<file path="src/design/accessPkg.sv">
// Bridge widths, buffer depth, access size enum and the lane view union
package accessPkg;

  // ------------------------------
  // Sizes
  // ------------------------------
  localparam int dataW     = 64;  // Memory word and request data
  localparam int laneCount = 8;   // Byte lanes per word
  localparam int wordAddrW = 4;   // 16 doublewords
  localparam int byteAddrW = 7;   // Byte address at the top level
  localparam int bufDepth  = 4;   // Buffer entries, also initial credits
  localparam int creditW   = 3;   // Holds 0 to bufDepth

  // ------------------------------
  // Access size
  // ------------------------------
  typedef enum logic [1:0] {
    sizeByte   = 2'd0,
    sizeHalf   = 2'd1,
    sizeWord   = 2'd2,
    sizeDouble = 2'd3
  } accessSize_t;

  // ------------------------------
  // Lane views of one memory word
  // ------------------------------
  // Same 64 bits seen at byte, half, word or doubleword granularity.
  // Element 0 is always the least significant lane
  typedef union packed {
    logic [laneCount-1:0][7:0]     bytes;
    logic [laneCount/2-1:0][15:0]  halves;
    logic [laneCount/4-1:0][31:0]  words;
    logic [dataW-1:0]              dword;
  } laneWord_t;

endpackage

</file>
<file path="src/design/accessChan.sv">
// Queued access channel with sender and receiver modports
interface accessChan;
  import accessPkg::*;

  logic                         valid;       // Transfer present
  logic                         write;       // High for write, low for read
  logic [wordAddrW-1:0]         wordAddr;    // Doubleword index
  logic [$clog2(laneCount)-1:0] laneOffset;  // Byte offset, aligned to size
  accessSize_t                  size;
  laneWord_t                    data;        // Replicated across all lanes

  // Return path, credit pulse or take pulse depending on the link
  logic                         flow;

  modport sender (
    output valid,
    output write,
    output wordAddr,
    output laneOffset,
    output size,
    output data,
    input  flow
  );

  modport receiver (
    input  valid,
    input  write,
    input  wordAddr,
    input  laneOffset,
    input  size,
    input  data,
    output flow
  );

endinterface

</file>
<file path="src/design/accessBridge.sv">
// Bridge top: producer, credit FIFO and lane memory joined by two access channels
module accessBridge (
  input  logic                            dvtFlags,
  input  logic                            pcFail,
  input  logic                            reqValid,
  output logic                            reqReady,
  input  logic                            reqWrite,
  input  accessPkg::accessSize_t          reqSize,
  input  logic [accessPkg::byteAddrW-1:0] reqAddr,
  input  logic [accessPkg::dataW-1:0]     reqData,
  output logic                            respValid,
  input  logic                            respReady,
  output logic [accessPkg::dataW-1:0]     respData
);

  // ------------------------------
  // Channels
  // ------------------------------
  accessChan issueChan ();  // Producer to buffer, flow is credit return
  accessChan memChan ();    // Buffer to memory, flow is take

  // ------------------------------
  // Blocks
  // ------------------------------
  requestIssue u_requestIssue (
    .dvtFlags  (dvtFlags),
    .pcFail    (pcFail),
    .reqValid  (reqValid),
    .reqReady  (reqReady),
    .reqWrite  (reqWrite),
    .reqSize   (reqSize),
    .reqAddr   (reqAddr),
    .reqData   (reqData),
    .issueChan (issueChan.sender)
  );

  requestBuffer u_requestBuffer (
    .dvtFlags  (dvtFlags),
    .pcFail    (pcFail),
    .issueChan (issueChan.receiver),
    .memChan   (memChan.sender)
  );

  laneMemory u_laneMemory (
    .dvtFlags  (dvtFlags),
    .pcFail    (pcFail),
    .memChan   (memChan.receiver),
    .respValid (respValid),
    .respReady (respReady),
    .respData  (respData)
  );

endmodule

</file>
<file path="src/design/laneMemory.sv">
// Consumer: take control, byte enables, 16x64 memory, read lane select, response register
module laneMemory (
  input  logic                        dvtFlags,
  input  logic                        pcFail,
  accessChan.receiver                 memChan,
  output logic                        respValid,
  input  logic                        respReady,
  output logic [accessPkg::dataW-1:0] respData
);
  import accessPkg::*;

  laneWord_t            mem [2**wordAddrW];
  logic                 take;
  logic [laneCount-1:0] byteEn;
  laneWord_t            rdWord;
  logic [dataW-1:0]     rdVal;

  // Take while the response slot is free or draining this cycle
  assign take         = memChan.valid && (!respValid || respReady);
  assign memChan.flow = take;

  // ------------------------------
  // Byte enables
  // ------------------------------
  always_comb begin
    case (memChan.size)
      sizeByte: byteEn = laneCount'(8'h01) << memChan.laneOffset;
      sizeHalf: byteEn = laneCount'(8'h03) << memChan.laneOffset;
      sizeWord: byteEn = laneCount'(8'h0f) << memChan.laneOffset;
      default:  byteEn = '1;
    endcase
  end

  // ------------------------------
  // Memory array
  // ------------------------------
  always_ff @(posedge dvtFlags or posedge pcFail) begin
    if (pcFail) begin
      for (int w = 0; w < 2**wordAddrW; w++) begin
        mem[w] <= '0;
      end
    end else if (take && memChan.write) begin
      // Data is replicated, so each enabled lane already holds its value
      for (int b = 0; b < laneCount; b++) begin
        if (byteEn[b]) mem[memChan.wordAddr].bytes[b] <= memChan.data.bytes[b];
      end
    end
  end

  // ------------------------------
  // Read lane select
  // ------------------------------
  assign rdWord = mem[memChan.wordAddr];

  always_comb begin
    case (memChan.size)
      sizeByte: rdVal = dataW'(rdWord.bytes[memChan.laneOffset]);
      sizeHalf: rdVal = dataW'(rdWord.halves[memChan.laneOffset[2:1]]);
      sizeWord: rdVal = dataW'(rdWord.words[memChan.laneOffset[2]]);
      default:  rdVal = rdWord.dword;
    endcase
  end

  // ------------------------------
  // Response register
  // ------------------------------
  always_ff @(posedge dvtFlags or posedge pcFail) begin
    if (pcFail) begin
      respValid <= 1'b0;
    end else if (take && !memChan.write) begin
      respValid <= 1'b1;               // New read result
    end else if (respReady) begin
      respValid <= 1'b0;
    end
  end

  // Held until accepted, take cannot happen while blocked
  always_ff @(posedge dvtFlags) begin
    if (take && !memChan.write) respData <= rdVal;
  end

endmodule

</file>
<file path="src/design/requestBuffer.sv">
// Circular request FIFO that returns one credit per popped entry
module requestBuffer (
  input  logic        dvtFlags,
  input  logic        pcFail,
  accessChan.receiver issueChan,
  accessChan.sender   memChan
);
  import accessPkg::*;

  // One storage array per entry field
  logic                         entWrite [bufDepth];
  logic [wordAddrW-1:0]         entAddr  [bufDepth];
  logic [$clog2(laneCount)-1:0] entOff   [bufDepth];
  accessSize_t                  entSize  [bufDepth];
  laneWord_t                    entData  [bufDepth];

  logic [$clog2(bufDepth)-1:0]  wrPtr;
  logic [$clog2(bufDepth)-1:0]  rdPtr;
  logic [creditW-1:0]           fill;     // Entries held
  logic                         push;
  logic                         pop;

  assign push = issueChan.valid;  // Credits guarantee a free slot
  assign pop  = memChan.flow;     // Consumer only takes a shown entry

  // ------------------------------
  // Pointers and fill level
  // ------------------------------
  always_ff @(posedge dvtFlags or posedge pcFail) begin
    if (pcFail) begin
      wrPtr <= '0;
      rdPtr <= '0;
      fill  <= '0;
    end else begin
      if (push) wrPtr <= wrPtr + ($clog2(bufDepth))'(1);  // Depth is a power of two
      if (pop)  rdPtr <= rdPtr + ($clog2(bufDepth))'(1);
      fill <= fill + creditW'(push) - creditW'(pop);
    end
  end

  always_ff @(posedge dvtFlags) begin
    if (push) begin
      entWrite[wrPtr] <= issueChan.write;
      entAddr[wrPtr]  <= issueChan.wordAddr;
      entOff[wrPtr]   <= issueChan.laneOffset;
      entSize[wrPtr]  <= issueChan.size;
      entData[wrPtr]  <= issueChan.data;
    end
  end

  // ------------------------------
  // Oldest entry out
  // ------------------------------
  assign memChan.valid      = (fill != '0);
  assign memChan.write      = entWrite[rdPtr];
  assign memChan.wordAddr   = entAddr[rdPtr];
  assign memChan.laneOffset = entOff[rdPtr];
  assign memChan.size       = entSize[rdPtr];
  assign memChan.data       = entData[rdPtr];

  // Credit goes back in the take cycle
  assign issueChan.flow = pop;

endmodule

</file>
<file path="src/design/requestIssue.sv">
// Request producer: credit counter, address split, size alignment, data replication
module requestIssue (
  input  logic                            dvtFlags,
  input  logic                            pcFail,
  input  logic                            reqValid,
  output logic                            reqReady,
  input  logic                            reqWrite,
  input  accessPkg::accessSize_t          reqSize,
  input  logic [accessPkg::byteAddrW-1:0] reqAddr,
  input  logic [accessPkg::dataW-1:0]     reqData,
  accessChan.sender                       issueChan
);
  import accessPkg::*;

  logic [creditW-1:0]           creditCnt;
  logic                         accept;
  logic [$clog2(laneCount)-1:0] rawOff;
  logic [$clog2(laneCount)-1:0] alignedOff;
  laneWord_t                    repData;

  // ------------------------------
  // Credits
  // ------------------------------
  assign reqReady = (creditCnt != '0);
  assign accept   = reqValid && reqReady;

  // The credit is taken at acceptance, it covers the valid cycle that follows
  always_ff @(posedge dvtFlags or posedge pcFail) begin
    if (pcFail) begin
      creditCnt       <= creditW'(bufDepth);
      issueChan.valid <= 1'b0;
    end else begin
      creditCnt       <= creditCnt + creditW'(issueChan.flow) - creditW'(accept);
      issueChan.valid <= accept;
    end
  end

  // ------------------------------
  // Alignment and replication
  // ------------------------------
  assign rawOff = reqAddr[byteAddrW-wordAddrW-1:0];

  always_comb begin
    case (reqSize)
      sizeByte: alignedOff = rawOff;
      sizeHalf: alignedOff = {rawOff[2:1], 1'b0};
      sizeWord: alignedOff = {rawOff[2], 2'b00};
      default:  alignedOff = '0;  // Doubleword covers all lanes
    endcase
  end

  always_comb begin
    repData.dword = reqData;
    case (reqSize)
      sizeByte: repData.bytes  = {laneCount{reqData[7:0]}};
      sizeHalf: repData.halves = {(laneCount/2){reqData[15:0]}};
      sizeWord: repData.words  = {(laneCount/4){reqData[31:0]}};
      default:  repData.dword  = reqData;
    endcase
  end

  // Payload follows valid by the same single cycle
  always_ff @(posedge dvtFlags) begin
    if (accept) begin
      issueChan.write      <= reqWrite;
      issueChan.wordAddr   <= reqAddr[byteAddrW-1:byteAddrW-wordAddrW];
      issueChan.laneOffset <= alignedOff;
      issueChan.size       <= reqSize;
      issueChan.data       <= repData;
    end
  end

endmodule

</file>
<file path="config.mk">
export PLATFORM = sky130hd
export DESIGN_NAME = accessBridge
export DESIGN_NICKNAME = d
export VERILOG_FILES = /design/src/design/accessPkg.sv /design/src/design/accessChan.sv /design/src/design/accessBridge.sv /design/src/design/laneMemory.sv /design/src/design/requestBuffer.sv /design/src/design/requestIssue.sv
export SDC_FILE = /design/constraint.sdc
export NUM_CORES = 2
export LEC_CHECK = 0
export ABC_CLOCK_PERIOD_IN_PS = 37000
export CORE_MARGIN = 3
export CORE_UTILIZATION = 35
export CTS_CLUSTER_DIAMETER = 150
export DETAILED_ROUTE_END_ITERATION = 8
export DONT_BUFFER_PORTS = 1
export HOLD_SLACK_MARGIN = 0.15
export PLACE_DENSITY = 0.54
export REMOVE_ABC_BUFFERS = 1
export SYNTH_ARGS = -nofsm -noshare
export SYNTH_HDL_FRONTEND = slang
export SYNTH_HIERARCHICAL = 1
export SYNTH_SLANG_ARGS = --single-unit
export TNS_END_PERCENT = 30
</file>
<file path="constraint.sdc">
create_clock -name dvtFlags -period 37 [get_ports dvtFlags]
set_clock_uncertainty 0.15 [all_clocks]
set_input_delay 3.7 -clock dvtFlags [delete_from_list [all_inputs] [get_ports dvtFlags]]
set_output_delay 3.7 -clock dvtFlags [all_outputs]
set_load 0.02 [all_outputs]
</file>
After elaboration in Yosys (flattened, before gate mapping)
Memory sizes are Yosys's and may differ from the RTL's.
Cells that the tools add are included.
W data, S select, Z words.

word-level totals
  bits in registers = 1174
  bits in writable memories = 296
  bits of input ports = 78
  output and inout bits = 66
  logic and storage cells = 121
  memories kept = 5

memory list
  name                      depth  width  read ports  clocked after memory_dff  write ports  line                 source
  u_requestBuffer.entData   4      64     1           0                         1            requestBuffer.sv:15  laneWord_t entData [bufDepth];
  u_requestBuffer.entAddr   4      4      1           0                         1            requestBuffer.sv:12  logic [wordAddrW-1:0] entAddr [bufDepth];
  u_requestBuffer.entOff    4      3      1           0                         1            requestBuffer.sv:13  logic [$clog2(laneCount)-1:0] entOff [bufDepth];
  u_requestBuffer.entSize   4      2      1           0                         1            requestBuffer.sv:14  accessSize_t entSize [bufDepth];
  u_requestBuffer.entWrite  4      1      1           0                         1            requestBuffer.sv:11  logic entWrite [bufDepth];

cells by class
  add/sub/neg operators = 6
  order comparisons = 5
  equality and inequality tests = 4
  shift-type cells = 3
  mux-type cells = 56
  bitwise logic cells = 1
  reduce and logical (&&, ||, !) cells = 13

operators by type and width
  cell                   number
  $mux W1024             15
  $bwmux W1024           8
  $demux W64 S4          8
  $pmux W64 S3           2
  $bmux W64 S4           1
  $mux W64               3
  $mux W32               3
  $mux W56               1
  $mux W48               1
  $mux W40               1
  $bmux W16 S2           1
  $mux W16               2
  $bmux W8 S3            1
  $mux W24               1
  $pmux W8 S3            1
  $mux W8                2
  $pmux W3 S3            1
  $shl A1 B3 Y8 const A  1
  $shl A2 B3 Y8 const A  1
  $shl A4 B3 Y8 const A  1
  $add A3 B1 Y3          2
  $reduce_bool A3 Y1     2
  $sub A3 B1 Y3          2
  $ge A5 B5 Y1 const B   1
  14 further kinds       26

Logic depth before layout (Yosys ltp)
An unclocked memory read counts as a cell.

  depth after elaboration = 29
  gate-level depth with buffers = 16
  depth with buffers taken out = 9

Modules after synthesis
The synthesis kept the hierarchy.

by module, submodules not included
  module         instances  cells an instance  area each (um^2)  seq. area each (um^2)
  laneMemory     1          3272               50229.4           27571.4
  requestBuffer  1          422                11118.2           9063.7
  requestIssue   1          209                3493.4            2323.5

Worst setup path before layout
OpenSTA, ideal clock, no wires.

  path type = input -> register
  start = in respReady
  end = reg u_laneMemory/respData[0] (netlist name) (enable)
  setup time = 0.486 ns
  arrival = 6.569 ns
  data required time = 36.364 ns
  setup slack = 29.795 ns
  stages on the path = 3
  path buffers = 0
  path through = nand2b_1 > nand2_1 > nor2_1

on the way
  cells in the longest elaborated chain, start to end = 3

RTL lines
  what                  line                source
  start, declared       accessBridge.sv:12  input logic respReady,
  $logic_or A1 B1 Y1    laneMemory.sv:19    assign take = memChan.valid && (!respValid || respReady);
  $logic_and A1 B1 Y1   laneMemory.sv:19
  $logic_and A1 B1 Y1   laneMemory.sv:79    if (take && !memChan.write) respData <= rdVal;
  end signal, assigned  laneMemory.sv:79
  end, declared         laneMemory.sv:8     output logic [accessPkg::dataW-1:0] respData

No other way between the ends.
A chain may end at the register's enable or synchronous reset.

==> impl_results.md <==
* Status: complete, no violations
* Actual slew at the worst max-slew pin at 1.29 ns
* Cell Pwr Density at 99.3 nW/um^2
* FP Rows at 157
* Final hold violation count at 0
* Cell count after synthesis at 3903
* Count of different cell masters after synthesis at 72
* R2R setup slack at 30.35 ns
* Longest Clk Path Bufs at 3
* Flops & latches, synth at 1470
* Worst EP arrival at 7.58 ns
* Number of I/O pins at 144
* FILL cells at 16.8k
* CP Class: in2async
* Worst hold path type: reg2reg
* Crit end category: async pin
* Vias in the first global route at 36.7k
* CP max FO at 104
* Syn avg cell area at 16.6 sq um
* CTS buffer count at 160
* Int Power at 4450 uW
* Die Wd at 436 um
* Total clock sinks at 1470
* Comb pwr share at 40.7%
* # hold bufs at CTS at 0
* Area Overhead vs Synth at 11.9%
* RSZ-0062 raised after global routing: no
* FF-to-FF Start: u_requestBuffer/rdPtr[0]
* Finish-stage setup viols at 0
* Yosys warns at 6
* GRT Resource Usage Total at 19.4%
* Initial antenna violation count at 13
* Iter 0 DRT Violations at 2852
* Startpoint types: input pin
* Seq pwr share at 37.0%
* NumNets Final at 4009
* Reg-to-reg endpoint: u_laneMemory/respData[0]
* Worst setup path end: u_laneMemory/mem[552]
* Root buffer cell: clkbuf_16
* Post-Syn Area at 64800 sq um
* Met1 Usage GRT at 26.9%
* Post-synth EDFFs at 434
* Chip height at 436 um
* Dpl cells at 6218
* Most used DFF post-synth: dfrtp_1
* CP Launch Point: pcFail
* First-pass GRT wire length at 271 mm
* Initial Util at 35.3%
* CORE AREA at 184000 sq um
* Post-detail-place hpwl at 126 mm
* CTS clk-pin slew, worst paths at 0.06 ns
* Via count at 35.3k
* Max Freq at 0.145 GHz
* GPL Wtd Cong at 0.916
* Post-synth ARST share at 70.5%
* GRT overflow at 0
* ANT nets after route at 0
* Max-slew violations at 0
* Largest net degree at the start of global routing at 170
* GR peak layer: met2
* Switching pwr at 2760 uW
* DR WL/cell at 28.4 um
* Number of max-cap violations at 0
* Total Wirelength at 185 mm
* Drt first pass iters at 6
* Setup TNS at 0 ns
* Die area at 190000 sq um
* Layout cells sized above 1 at 42.5%
* Rel. slew slack at 13.9%
* Final Critical Period at 6.88 ns
* Leak at 0.0307 uW
* Vias per cell at 5.41
* Worst skew pair latency at 0.81 ns
* IO buf count at 0
* Worst VDD drop at 0.0000658 V
* Final Cycle Share at 18.6%
* Switching Share at 38.3%
* Clock power frac at 22.4%
* Worst R2R Path Depth at 12
* Met2 usage at 30.6%
* Setup Fix Bufs, Post-CTS at 0
* Met3 global-route usage at 2.90%
* Non-filler cells, final at 6518
* H-tree depth at 4
* Sequential element share of the synthesized area at 60.1%
* PostCTS Resize Cnt at 0
* TritonCTS clock tree: done
* Post-route DRC at 0
* WP data required at 37.70 ns
## final cells by class
cell class	instances	area [sq um]	area share (%)
multi-input combinational	2183	24500	33.7
clock inverter	62	634	0.875
tap	2464	3080	4.25
sequential	1470	39000	53.7
timing repair buffer	70	551	0.759
inverter	31	124	0.171
antenna	8	20.0	0.0276
clock buffer	230	4680	6.46
## state kept, by name, indices dropped and copies added (netlist names)
| name | cells |
|---|---|
| u_laneMemory/mem | 1024 |
| u_laneMemory/respData | 64 |
| u_laneMemory/respValid | 1 |
| u_requestBuffer/entAddr | 16 |
| u_requestBuffer/entData | 256 |
| u_requestBuffer/entOff | 12 |
| u_requestBuffer/entSize | 8 |
| u_requestBuffer/entWrite | 4 |
| u_requestBuffer/fill | 3 |
| u_requestBuffer/rdPtr | 2 |
| u_requestBuffer/wrPtr | 2 |
| u_requestIssue/creditCnt | 3 |
| u_requestIssue/issueChan.data | 64 |
| u_requestIssue/issueChan.laneOffset | 3 |
| u_requestIssue/issueChan.size | 2 |
| u_requestIssue/issueChan.valid | 1 |
| u_requestIssue/issueChan.wordAddr | 4 |
| u_requestIssue/issueChan.write | 1 |
## Yosys cell counts, drive strengths merged (4+ instances only)
master / number / area [sq um]
a211oi: 4 / 30.0
a21boi: 4 / 30.0
a21o: 4 / 30.0
a21oi: 49 / 245
a221oi: 16 / 140
a222oi: 7 / 70.1
a22o: 7 / 61.3
a22oi: 36 / 270
a31oi: 5 / 31.3
and2: 31 / 194
and3: 9 / 56.3
buf: 113 / 932
clkbuf: 105 / 409
dfrtp: 1035 / 25900
edfxtp: 434 / 13000
ha: 13 / 163
inv: 30 / 113
mux2: 1069 / 12000
mux2i: 144 / 1440
mux4: 325 / 7410
nand2: 181 / 682
nand2b: 7 / 43.8
nand3: 11 / 55.1
nor2: 132 / 522
nor2b: 11 / 68.8
nor3: 9 / 45.0
o21ai: 32 / 160
o221ai: 8 / 70.1
o22a: 4 / 35.0
o22ai: 11 / 68.8
o31ai: 8 / 60.1
or2: 8 / 50.1
xnor2: 5 / 43.8
## power groups by stage
stage               Sequential (uW)  Clock, uW  Combinational, uW
floorplan                      2620          0               1920
finish                         2660       1610               2930
detailed placement             2690          0               2930
global placement               2680          0               2900
global route                   2730       1720               3080
CTS                            2670       1660               2940
## metal layers
metal  up-vias  share of wire [%]
met5         -              0.011
met4         4                3.9
met3       276                4.4
met2       902                 47
met1     19170                 45
li1      14940                  -
## critical path, stage by stage
cell and delay [ns]:
inv_8 0.45, buf_4 0.86, buf_4 0.73, buf_4 0.90
buf_4 0.68
## metrics by stage
stage / hold slack, ns / setup slack [ns] / utilization (%) / cell area [sq um] / total power (uW)
6_report: 0.336 / 30.12 / 39.5 / 72500 / 7200
5_1_grt: 0.346 / 29.49 / 39.5 / 72500 / 7530
4_1_cts: 0.324 / 29.99 / 39.5 / 72500 / 7260
3_5_place_dp: 0.332 / 29.14 / 36.6 / 67200 / 5620
3_3_place_gp: 0.321 / 29.18 / 36.6 / 67200 / 5580
2_1_floorplan: 0.309 / 4.31 / - / 63500 / 4530
## logic make-up after synthesis
kind of cell | after synthesis | share of synthesized area [%]
AO/OA/AOI/OAI | 215 | 2.28
XOR/XNOR | 7 | 0.0946
adder cells (fa/ha/maj) | 15 | 0.313
buffers and inverters | 250 | 2.26
flip-flops | 1470 | 60.1
multiplexers | 1538 | 32.2
AND/OR/NAND/NOR | 408 | 2.75
## layout by cell type (no fill, tap or decap), types with 25 or more instances in the layout
master     count
mux2_2      1069
o21ai_0       29
mux4_2       296
buf_4         68
a22oi_1       36
clkbuf_16    165
clkbuf_1      34
nor2_1       124
mux2i_1      144
nand2_1      180
clkinv_2      25
clkbuf_8      31
dfrtp_1     1033
edfxtp_1     434
a21oi_1       49
inv_1         26
## how the worst min path moves through the flow
| stage | to | slack [ns] | start | depth (start not counted) |
|---|---|---|---|---|
| after floorplan | u_requestBuffer/entAddr[0][0] | 0.31 | u_requestIssue/issueChan.wordAddr[0] | 0 |
| after global placement | u_requestBuffer/entData[3][3] | 0.32 | u_requestIssue/issueChan.data[3] | 0 |
| after detailed placement | u_requestBuffer/entData[2][60] | 0.33 | u_requestIssue/issueChan.data[60] | 0 |
| after CTS | u_requestBuffer/entData[0][60] | 0.32 | u_requestIssue/issueChan.data[60] | 0 |
| after global routing | u_requestBuffer/entData[2][60] | 0.35 | u_requestIssue/issueChan.data[60] | 0 |
| final | u_requestBuffer/entData[0][60] | 0.34 | u_requestIssue/issueChan.data[60] | 0 |
No activity file was read; power rests on OpenSTA's default activity.
